`src/source/rv_pkg.sv`:
```
package rv_pkg;

    localparam int xlen = 32;

    // major opcodes handled by this slice
    localparam logic [6:0] op_lui    = 7'b0110111;
    localparam logic [6:0] op_auipc  = 7'b0010111;
    localparam logic [6:0] op_jal    = 7'b1101111;
    localparam logic [6:0] op_jalr   = 7'b1100111;
    localparam logic [6:0] op_branch = 7'b1100011;
    localparam logic [6:0] op_imm    = 7'b0010011;
    localparam logic [6:0] op_reg    = 7'b0110011;

    // alu group funct3
    localparam logic [2:0] f3_add  = 3'b000;   // add / sub
    localparam logic [2:0] f3_sll  = 3'b001;
    localparam logic [2:0] f3_slt  = 3'b010;
    localparam logic [2:0] f3_sltu = 3'b011;
    localparam logic [2:0] f3_xor  = 3'b100;
    localparam logic [2:0] f3_sr   = 3'b101;   // srl / sra
    localparam logic [2:0] f3_or   = 3'b110;
    localparam logic [2:0] f3_and  = 3'b111;

    // branch funct3
    localparam logic [2:0] f3_beq  = 3'b000;
    localparam logic [2:0] f3_bne  = 3'b001;
    localparam logic [2:0] f3_blt  = 3'b100;
    localparam logic [2:0] f3_bge  = 3'b101;
    localparam logic [2:0] f3_bltu = 3'b110;
    localparam logic [2:0] f3_bgeu = 3'b111;

    // one instruction word, six ways to read it
    typedef union packed {
        struct packed {
            logic [6:0] funct7;
            logic [4:0] rs2;
            logic [4:0] rs1;
            logic [2:0] funct3;
            logic [4:0] rd;
            logic [6:0] opcode;
        } r_fmt;
        struct packed {
            logic [11:0] imm12;
            logic [4:0]  rs1;
            logic [2:0]  funct3;
            logic [4:0]  rd;
            logic [6:0]  opcode;
        } i_fmt;
        struct packed {
            logic [6:0] imm11_5;
            logic [4:0] rs2;
            logic [4:0] rs1;
            logic [2:0] funct3;
            logic [4:0] imm4_0;
            logic [6:0] opcode;
        } s_fmt;
        struct packed {
            logic       imm12;
            logic [5:0] imm10_5;
            logic [4:0] rs2;
            logic [4:0] rs1;
            logic [2:0] funct3;
            logic [3:0] imm4_1;
            logic       imm11;
            logic [6:0] opcode;
        } b_fmt;
        struct packed {
            logic [19:0] imm31_12;
            logic [4:0]  rd;
            logic [6:0]  opcode;
        } u_fmt;
        struct packed {
            logic       imm20;
            logic [9:0] imm10_1;
            logic       imm11;
            logic [7:0] imm19_12;
            logic [4:0] rd;
            logic [6:0] opcode;
        } j_fmt;
    } instr_u;

    typedef struct packed {
        logic [xlen-1:0] pc;
        instr_u          instr;
        logic            kill;
    } if_id_t;

    typedef struct packed {
        logic [xlen-1:0] pc;
        logic [xlen-1:0] pc4;
        logic [xlen-1:0] data1;
        logic [xlen-1:0] data2;
        logic [6:0]      funct7;
        logic [2:0]      funct3;
        logic [4:0]      rs2;
        logic [4:0]      rd;
        logic [6:0]      opcode;
        logic [xlen-1:0] imm;
        logic            wr_reg_n;   // active low
        logic            kill;
    } id_ex_t;

    typedef struct packed {
        logic [xlen-1:0] result;
        logic [4:0]      rd;
        logic            wr_reg_n;
        logic            branch_taken;
        logic [xlen-1:0] target;
    } ex_out_t;

    typedef struct packed {
        logic            en;
        logic [4:0]      rd;
        logic [xlen-1:0] data;
    } wb_t;

endpackage

```
`src/source/reg_file.sv`:
```
`timescale 1ns/1ns

module reg_file
    import rv_pkg::*;
(
    input  logic        clk,
    input  logic        rst_n,
    input  logic [4:0]  rs1_addr,
    input  logic [4:0]  rs2_addr,
    input  wb_t         wb,
    output logic [31:0] rs1_data,
    output logic [31:0] rs2_data
);

    logic [xlen-1:0] regs [1:31];   // x0 has no storage
    logic            wr_hit;

    assign wr_hit = wb.en && (wb.rd != 5'd0);

    always_ff @(posedge clk or negedge rst_n) begin
        if (!rst_n) begin
            for (int i = 1; i < 32; i++) begin
                regs[i] <= '0;
            end
        end else if (wr_hit) begin
            regs[wb.rd] <= wb.data;
        end
    end

    // write-first: a same-cycle write shows up on the read port
    always_comb begin
        if (rs1_addr == 5'd0)
            rs1_data = '0;
        else if (wr_hit && (wb.rd == rs1_addr))
            rs1_data = wb.data;
        else
            rs1_data = regs[rs1_addr];

        if (rs2_addr == 5'd0)
            rs2_data = '0;
        else if (wr_hit && (wb.rd == rs2_addr))
            rs2_data = wb.data;
        else
            rs2_data = regs[rs2_addr];
    end

endmodule

```
`src/source/instr_decoder.sv`:
```
`timescale 1ns/1ns

module instr_decoder
    import rv_pkg::*;
(
    input  if_id_t      if_id,
    output logic [4:0]  rs1_addr,
    output logic [4:0]  rs2_addr,
    input  logic [31:0] rs1_data,
    input  logic [31:0] rs2_data,
    output id_ex_t      dec
);

    instr_u          ins;
    logic [6:0]      opcode;
    logic [xlen-1:0] imm_i;
    logic [xlen-1:0] imm_s;
    logic [xlen-1:0] imm_b;
    logic [xlen-1:0] imm_u;
    logic [xlen-1:0] imm_j;

    assign ins    = if_id.instr;
    assign opcode = ins.r_fmt.opcode;

    // register addresses sit at the same bits in every format
    assign rs1_addr = ins.r_fmt.rs1;
    assign rs2_addr = ins.r_fmt.rs2;

    // immediates, all sign extended from the top instruction bit
    assign imm_i = {{20{ins.i_fmt.imm12[11]}}, ins.i_fmt.imm12};

    assign imm_s = {{20{ins.s_fmt.imm11_5[6]}},
                    ins.s_fmt.imm11_5,
                    ins.s_fmt.imm4_0};

    assign imm_b = {{19{ins.b_fmt.imm12}},
                    ins.b_fmt.imm12,
                    ins.b_fmt.imm11,
                    ins.b_fmt.imm10_5,
                    ins.b_fmt.imm4_1,
                    1'b0};

    assign imm_u = {ins.u_fmt.imm31_12, 12'b0};

    assign imm_j = {{11{ins.j_fmt.imm20}},
                    ins.j_fmt.imm20,
                    ins.j_fmt.imm19_12,
                    ins.j_fmt.imm11,
                    ins.j_fmt.imm10_1,
                    1'b0};

    always_comb begin
        dec.pc     = if_id.pc;
        dec.pc4    = if_id.pc + 32'd4;
        dec.data1  = rs1_data;
        dec.data2  = rs2_data;
        dec.funct7 = ins.r_fmt.funct7;   // imm[11:5] for op_imm, srai uses bit 5
        dec.funct3 = ins.r_fmt.funct3;
        dec.rs2    = ins.r_fmt.rs2;
        dec.rd     = ins.r_fmt.rd;
        dec.opcode = opcode;
        dec.kill   = if_id.kill;

        // immediate select by format
        case (opcode)
            op_lui,
            op_auipc:  dec.imm = imm_u;
            op_jal:    dec.imm = imm_j;
            op_jalr,
            op_imm:    dec.imm = imm_i;
            op_branch: dec.imm = imm_b;
            op_reg:    dec.imm = '0;      // no immediate
            default:   dec.imm = imm_s;   // stores and the rest
        endcase

        // only these write rd
        case (opcode)
            op_lui,
            op_auipc,
            op_jal,
            op_jalr,
            op_imm,
            op_reg:  dec.wr_reg_n = 1'b0;
            default: dec.wr_reg_n = 1'b1;
        endcase
    end

endmodule

```
`src/source/id_ex_regs.sv`:
```
`timescale 1ns/1ns

module id_ex_regs
    import rv_pkg::*;
(
    input  logic   clk,
    input  logic   rst_n,
    input  logic   stall,
    input  logic   interlock,
    input  id_ex_t d,
    output id_ex_t q
);

    id_ex_t     payload;      // data side of the register
    logic [6:0] opcode_r;
    logic       wr_reg_n_r;
    logic       kill_r;
    logic       bubble;

    assign bubble = stall || interlock;

    // payload follows d every cycle, a bubble makes it don't-care
    always_ff @(posedge clk) begin
        payload <= d;
    end

    // control side, reset and bubble look the same downstream
    always_ff @(posedge clk or negedge rst_n) begin
        if (!rst_n) begin
            opcode_r   <= 7'b0;     // undefined opcode, no write no branch
            wr_reg_n_r <= 1'b1;
            kill_r     <= 1'b0;
        end else if (bubble) begin
            opcode_r   <= 7'b0;
            wr_reg_n_r <= 1'b1;
            kill_r     <= 1'b0;
        end else begin
            opcode_r   <= d.opcode;
            wr_reg_n_r <= d.wr_reg_n;
            kill_r     <= d.kill;
        end
    end

    always_comb begin
        q          = payload;
        q.opcode   = opcode_r;
        q.wr_reg_n = wr_reg_n_r;
        q.kill     = kill_r;
    end

endmodule

```
`src/source/alu_exec.sv`:
```
`timescale 1ns/1ns

module alu_exec
    import rv_pkg::*;
(
    input  id_ex_t  s,
    output ex_out_t ex
);

    logic [xlen-1:0] op_b;
    logic [4:0]      shamt;
    logic            alt;         // sub / sra select
    logic [xlen-1:0] alu_out;
    logic            cond;
    logic [xlen-1:0] pc_imm;
    logic [xlen-1:0] jalr_sum;
    logic            jump;

    assign op_b     = (s.opcode == op_reg) ? s.data2 : s.imm;
    assign shamt    = op_b[4:0];
    assign alt      = s.funct7[5];
    assign pc_imm   = s.pc + s.imm;
    assign jalr_sum = s.data1 + s.imm;

    always_comb begin
        case (s.funct3)
            f3_add: begin
                // subtract exists only in register form
                if (s.opcode == op_reg && alt)
                    alu_out = s.data1 - op_b;
                else
                    alu_out = s.data1 + op_b;
            end
            f3_sll:  alu_out = s.data1 << shamt;
            f3_slt:  alu_out = {31'b0, $signed(s.data1) < $signed(op_b)};
            f3_sltu: alu_out = {31'b0, s.data1 < op_b};
            f3_xor:  alu_out = s.data1 ^ op_b;
            f3_sr: begin
                if (alt)
                    alu_out = $unsigned($signed(s.data1) >>> shamt);
                else
                    alu_out = s.data1 >> shamt;
            end
            f3_or:   alu_out = s.data1 | op_b;
            default: alu_out = s.data1 & op_b;   // f3_and
        endcase
    end

    // branch compare, funct3 010/011 never taken
    always_comb begin
        case (s.funct3)
            f3_beq:  cond = (s.data1 == s.data2);
            f3_bne:  cond = (s.data1 != s.data2);
            f3_blt:  cond = ($signed(s.data1) < $signed(s.data2));
            f3_bge:  cond = ($signed(s.data1) >= $signed(s.data2));
            f3_bltu: cond = (s.data1 < s.data2);
            f3_bgeu: cond = (s.data1 >= s.data2);
            default: cond = 1'b0;
        endcase
    end

    always_comb begin
        ex.result = alu_out;
        ex.target = pc_imm;
        jump      = 1'b0;
        case (s.opcode)
            op_lui:   ex.result = s.imm;
            op_auipc: ex.result = pc_imm;
            op_jal: begin
                ex.result = s.pc4;   // link value
                jump      = 1'b1;
            end
            op_jalr: begin
                ex.result = s.pc4;
                ex.target = {jalr_sum[xlen-1:1], 1'b0};
                jump      = 1'b1;
            end
            op_branch: jump = cond;
            default: ;               // alu result stands
        endcase

        // bubble arrives as undefined opcode with wr_reg_n high
        ex.rd           = s.rd;
        ex.wr_reg_n     = s.wr_reg_n | s.kill;
        ex.branch_taken = jump & ~s.kill;
    end

endmodule

```
`src/source/decode_execute_top.sv`:
```
`timescale 1ns/1ns

module decode_execute_top
    import rv_pkg::*;
(
    input  logic    clk,
    input  logic    rst_n,
    input  logic    stall,
    input  logic    interlock,
    input  if_id_t  if_id,
    input  wb_t     wb,
    output ex_out_t ex
);

    logic [4:0]  rs1_addr;
    logic [4:0]  rs2_addr;
    logic [31:0] rs1_data;
    logic [31:0] rs2_data;
    id_ex_t      dec;     // decode stage output
    id_ex_t      id_ex;   // registered, feeds execute

    reg_file u_reg_file (
        .clk      (clk),
        .rst_n    (rst_n),
        .rs1_addr (rs1_addr),
        .rs2_addr (rs2_addr),
        .wb       (wb),
        .rs1_data (rs1_data),
        .rs2_data (rs2_data)
    );

    instr_decoder u_decoder (
        .if_id    (if_id),
        .rs1_addr (rs1_addr),
        .rs2_addr (rs2_addr),
        .rs1_data (rs1_data),
        .rs2_data (rs2_data),
        .dec      (dec)
    );

    id_ex_regs u_id_ex (
        .clk       (clk),
        .rst_n     (rst_n),
        .stall     (stall),
        .interlock (interlock),
        .d         (dec),
        .q         (id_ex)
    );

    alu_exec u_exec (
        .s  (id_ex),
        .ex (ex)
    );

endmodule

```
`config.mk`:
```
export PLATFORM = sky130hd
export DESIGN_NAME = decode_execute_top
export DESIGN_NICKNAME = d
export VERILOG_FILES = /design/src/source/rv_pkg.sv /design/src/source/reg_file.sv /design/src/source/instr_decoder.sv /design/src/source/id_ex_regs.sv /design/src/source/alu_exec.sv /design/src/source/decode_execute_top.sv
export SDC_FILE = /design/constraint.sdc
export NUM_CORES = 2
export LEC_CHECK = 0
export BUFFER_PORTS_ARGS = -buffer_cell sky130_fd_sc_hd__buf_2
export CAP_MARGIN = 25
export CORE_MARGIN = 3
export CORE_UTILIZATION = 50
export CTS_CLUSTER_DIAMETER = 30
export CTS_CLUSTER_SIZE = 10
export DETAILED_ROUTE_END_ITERATION = 10
export PLACE_DENSITY = 0.74
export SLEW_MARGIN = 10
export SYNTH_ARGS = -nofsm -noshare
export SYNTH_HDL_FRONTEND = slang
export SYNTH_HIERARCHICAL = 1
export SYNTH_SLANG_ARGS = --single-unit
export TNS_END_PERCENT = 1
```
`constraint.sdc`:
```
create_clock -name clk -period 17.72 [get_ports clk]
set_input_delay 5.316 -clock clk [delete_from_list [all_inputs] [get_ports clk]]
set_output_delay 5.316 -clock clk [all_outputs]
set_load 0.01 [all_outputs]
```
* Word-level counts from Yosys, hierarchy flattened *
Index checks and enable logic that the tools add are counted.
Widths: inputs -> output; s select.

storage, ports and cells
  input port bits = 107
  register bits after elaboration = 1175

operators by class
  reductions and logical operators = 14
  bitwise operators = 9
  equal/unequal tests = 24
  shift operators = 3
  $add $sub $neg = 5
  muxes and demuxes = 24
  order comparisons = 10

operator list
  operator               count
  $bwmux 992             1
  $mux 32                11
  $bmux 32 s5            2
  $pmux 32 s7            1
  $demux 32 s5           1
  $pmux 32 s5            1
  $lt 32x32->1           4
  $add 32x32->32         3
  $pmux 32 s3            1
  $ge 32x32->1           2
  $eq 7x7->1 const B     6
  $add 32x3->32 const B  1
  $and 32x32->32         1
  $eq 32x32->1           1
  $ne 32x32->1           1
  $or 32x32->32          1
  $shl 32x5->32          1
  $shr 32x5->32          1
  $sshr 32x5->32         1
  $sub 32x32->32         1
  $xor 32x32->32         1
  $eq 7x6->1 const B     4
  $eq 7x5->1 const B     3
  $ge 6x6->1 const B     3
  other kinds (20)       36

* Logic depth before layout (Yosys ltp) *
  word-level depth = 6
  gate-level depth with buffers = 22

* Cells and area by module *
The synthesis kept the hierarchy.

modules (own cells, without submodules)
  module         seq. area each (um^2)  cells each  area an instance (um^2)  times used
  reg_file       24823.8                3615        53659.0                  1
  alu_exec       0.0                    2147        14836.7                  1
  id_ex_regs     3829.9                 202         3927.5                   1
  instr_decoder  0.0                    296         2075.7                   1

* Worst setup path after synthesis *
Ideal clock, no wire load.

  path kind = flip-flop to output port
  from = register u_id_ex.opcode_r[3]
  to = output port ex[70] (netlist bit)
  data required time = 12.404 ns
  arrival time = 4.743 ns
  cell stages (with the launch flop) = 18
  setup slack = 7.661 ns
  path buffers = 2
  cells stage by stage = dfrtp_1 nand4bb_4 nor2_4 clkbuf_1 clkbuf_1 mux2_2 ha_1 and3_1 and2_1 nand3_1 or4_4 a2111oi_2 o32a_2 and3_1 o21ai_2 or4_1 and4_1 nand2_1

RTL lines
  element                   line                      RTL
  start: declaration        id_ex_regs.sv:15          logic [6:0] opcode_r;
  start signal: assignment  id_ex_regs.sv:38          opcode_r <= d.opcode;
  end: declaration          decode_execute_top.sv:12  output ex_out_t ex

==> impl_metrics.yaml <==
die:
  num_rows: 140
  die_x_um: 391
  floorplan.initialDensity_pct: 50.7
  core-area_mm2: 0.146
  die_area_mm2: 0.153
  ios: 178
  die_h_um: 391
sta:
  slew_viol_final: 0
  rsz0062_at_grt: "no"
  skew_ns: 0.103
  whs_ns: 0.504
  finalWorstSetupSlack_ns: 5.58
  tightest_slew_ns: 1.19
  setup_violations: 0
  fin_crit_sh_pct: 68.5
  hold_viol_final: 0
  max_freq_ghz: 0.0824
  fin_setup_tns_ns: 0
  max-slew-margin-rel_pct: 20.9
  min_period_ns: 12.14
setup_path:
  cp-end-kind: "output port"
  r2r-end: "u_id_ex/q[72]"
  startpoint_type: "flip-flop"
  critPathMaxStageDelay_ns: 0.61
  cp_max_fo: 45
  critPathSlowestCell: "nor4_1"
  critPathLaunch: "u_id_ex/opcode_r[5]"
  r2r_cells: 4
  critPathKind: "flip-flop to output port"
  r2r_slack_ns: 15.27
  cp.arrival_ns: 6.82
  endpoint: "ex[67]"
  path_cells: "buf_4, nand3b_2, nor2_4, buf_4, mux2i_4, buf_4, inv_2, ha_1, o21ai_0, o21a_1, nor4_1, o21ai_1, o21ai_1, a41o_1, a31o_2, o21ai_1, a21oi_1, nor2_1, a2111o_1, buf_2"
  r2r-start: "u_reg_file/regs[43]"
  cp.required_ns: 12.40
route:
  wl_per_cell_um: 32.2
  ant_nets: 1
  drtIter0Drc: 7521
  drt_pass1_iterations: 6
  viasPerCell: 6.94
  drt_wl_total_mm: 267
  vias: 57704
  drc: 0
clock_network:
  clock_latency_ns: 0.89
  cts.repair.resized: 0
  cts_sinks: 1170
  cts_setup_buffers: 0
  clk_path_buf_depth: 4
  cts.htree.levels: 5
  hold_buffers: 0
  cts_made_buffers: 285
  cts_tree: "built"
  cts-root-buf: "clkbuf_16"
  cts.clk_slew.worst_paths_ns: 0.04
pwr:
  vdd_drop_max_mv: 0.110
  power_density_mw_per_mm2: 134
  totalPowerFinal_mw: 11.4
  cellLeakagePower_nw: 36.6
grt:
  grt_overflow_total: 0
  grt_max_degree: 188
  grt_pass1_vias: 58630
  grt.total_usage_pct: 34.4
  grt_pass1_wl_mm: 391
  antenna_found_initial: 29
place:
  dpl_cell_area_mm2: 0.0753
  post-place-ws_ns: 6.63
  post-dp-hpwl_mm: 170
  place_congestion: 1.06
  dp.cells: 7794
  io_buffer_count: 177
logic_synthesis:
  yosysWarnings: 6
  synth_cells: 6238
  synth_nets: 6533
  postSynthAreaPerCell_um2: 11.9
  synth_area_mm2: 0.0742
layout:
  drive_above_1_share_pct: 38.6
  mostFrequentLayoutCell: "mux2_2"
  finalInstanceArea_mm2: 0.0849
  final_cell_mix: "1071 x mux2_2, 1000 x dfrtp_1, 520 x mux4_2, 295 x nand2_1, 289 x clkbuf_16"
  nets: 6463
  fillCellCount: 11382
  final_core_util_pct: 58.0
  syn_to_final_growth_pct: 14.5
  fin_cells: 8315
hold_path:
  hp-class: "flip-flop to flip-flop"
status:
  outcome: "finished with violations"
  violations: "antenna violations"
run:
  drv_cap: 0
## power breakdown
part           total, mW  internal, mW  switching [mW]
Clock               5.19          3.56            1.62
Combinational       2.54          1.24            1.31
Sequential          3.64          3.17           0.470
Total               11.4          7.96            3.40
## cell type report
class                   count  area [um2]  share of cell area, %
diodes                     20        50.0                 0.0589
clock buffers             359        7800                   9.19
clock inverters           138        1720                   2.02
inverters                 193         729                  0.859
multi-input cells        4213       41800                   49.2
flip-flops and latches   1170       28400                   33.5
well taps                1917        2400                   2.82
repair buffers            305        2040                   2.40
## state kept, by name, summed over array words and instances, names as in the netlist
name                count
u_id_ex/q             169
u_id_ex/opcode_r        7
u_reg_file/regs       992
u_id_ex/wr_reg_n_r      1
u_id_ex/kill_r          1
## how the worst min path moves through the flow
stage / from / endpoint / slack [ns] / cells past startpoint
detailed placement: u_reg_file/regs[779] / u_reg_file/regs[779] / 0.49 / 2
finish: u_reg_file/regs[779] / u_reg_file/regs[779] / 0.50 / 2
global route: u_reg_file/regs[847] / u_reg_file/regs[847] / 0.53 / 1
floorplan: u_reg_file/regs[683] / u_reg_file/regs[683] / 0.46 / 2
global placement: u_reg_file/regs[651] / u_reg_file/regs[651] / 0.48 / 2
CTS: u_reg_file/regs[779] / u_reg_file/regs[779] / 0.50 / 2
## per-layer routing
layer | up-vias | share of wire (%) | global-route usage, %
met4 | 22 | 6.8 | 20.9
met2 | 3844 | 45 | 52.3
met5 | - | 0.048 | 0
met3 | 997 | 10 | 8.83
met1 | 29412 | 38 | 44.1
li1 | 23429 | - | -
## worst max-delay path, delay by kind of cell, from the launching register on
kind | cells | cell delay [ns]
AND/OR/NAND/NOR | 4 | 1.06
AO/OA/AOI/OAI | 9 | 2.29
multiplexers | 1 | 0.30
flip-flops | 1 | 0.31
adder cells (fa/ha/maj) | 1 | 0.42
buffers and inverters | 5 | 1.57
(Power assumes the default switching activity.)
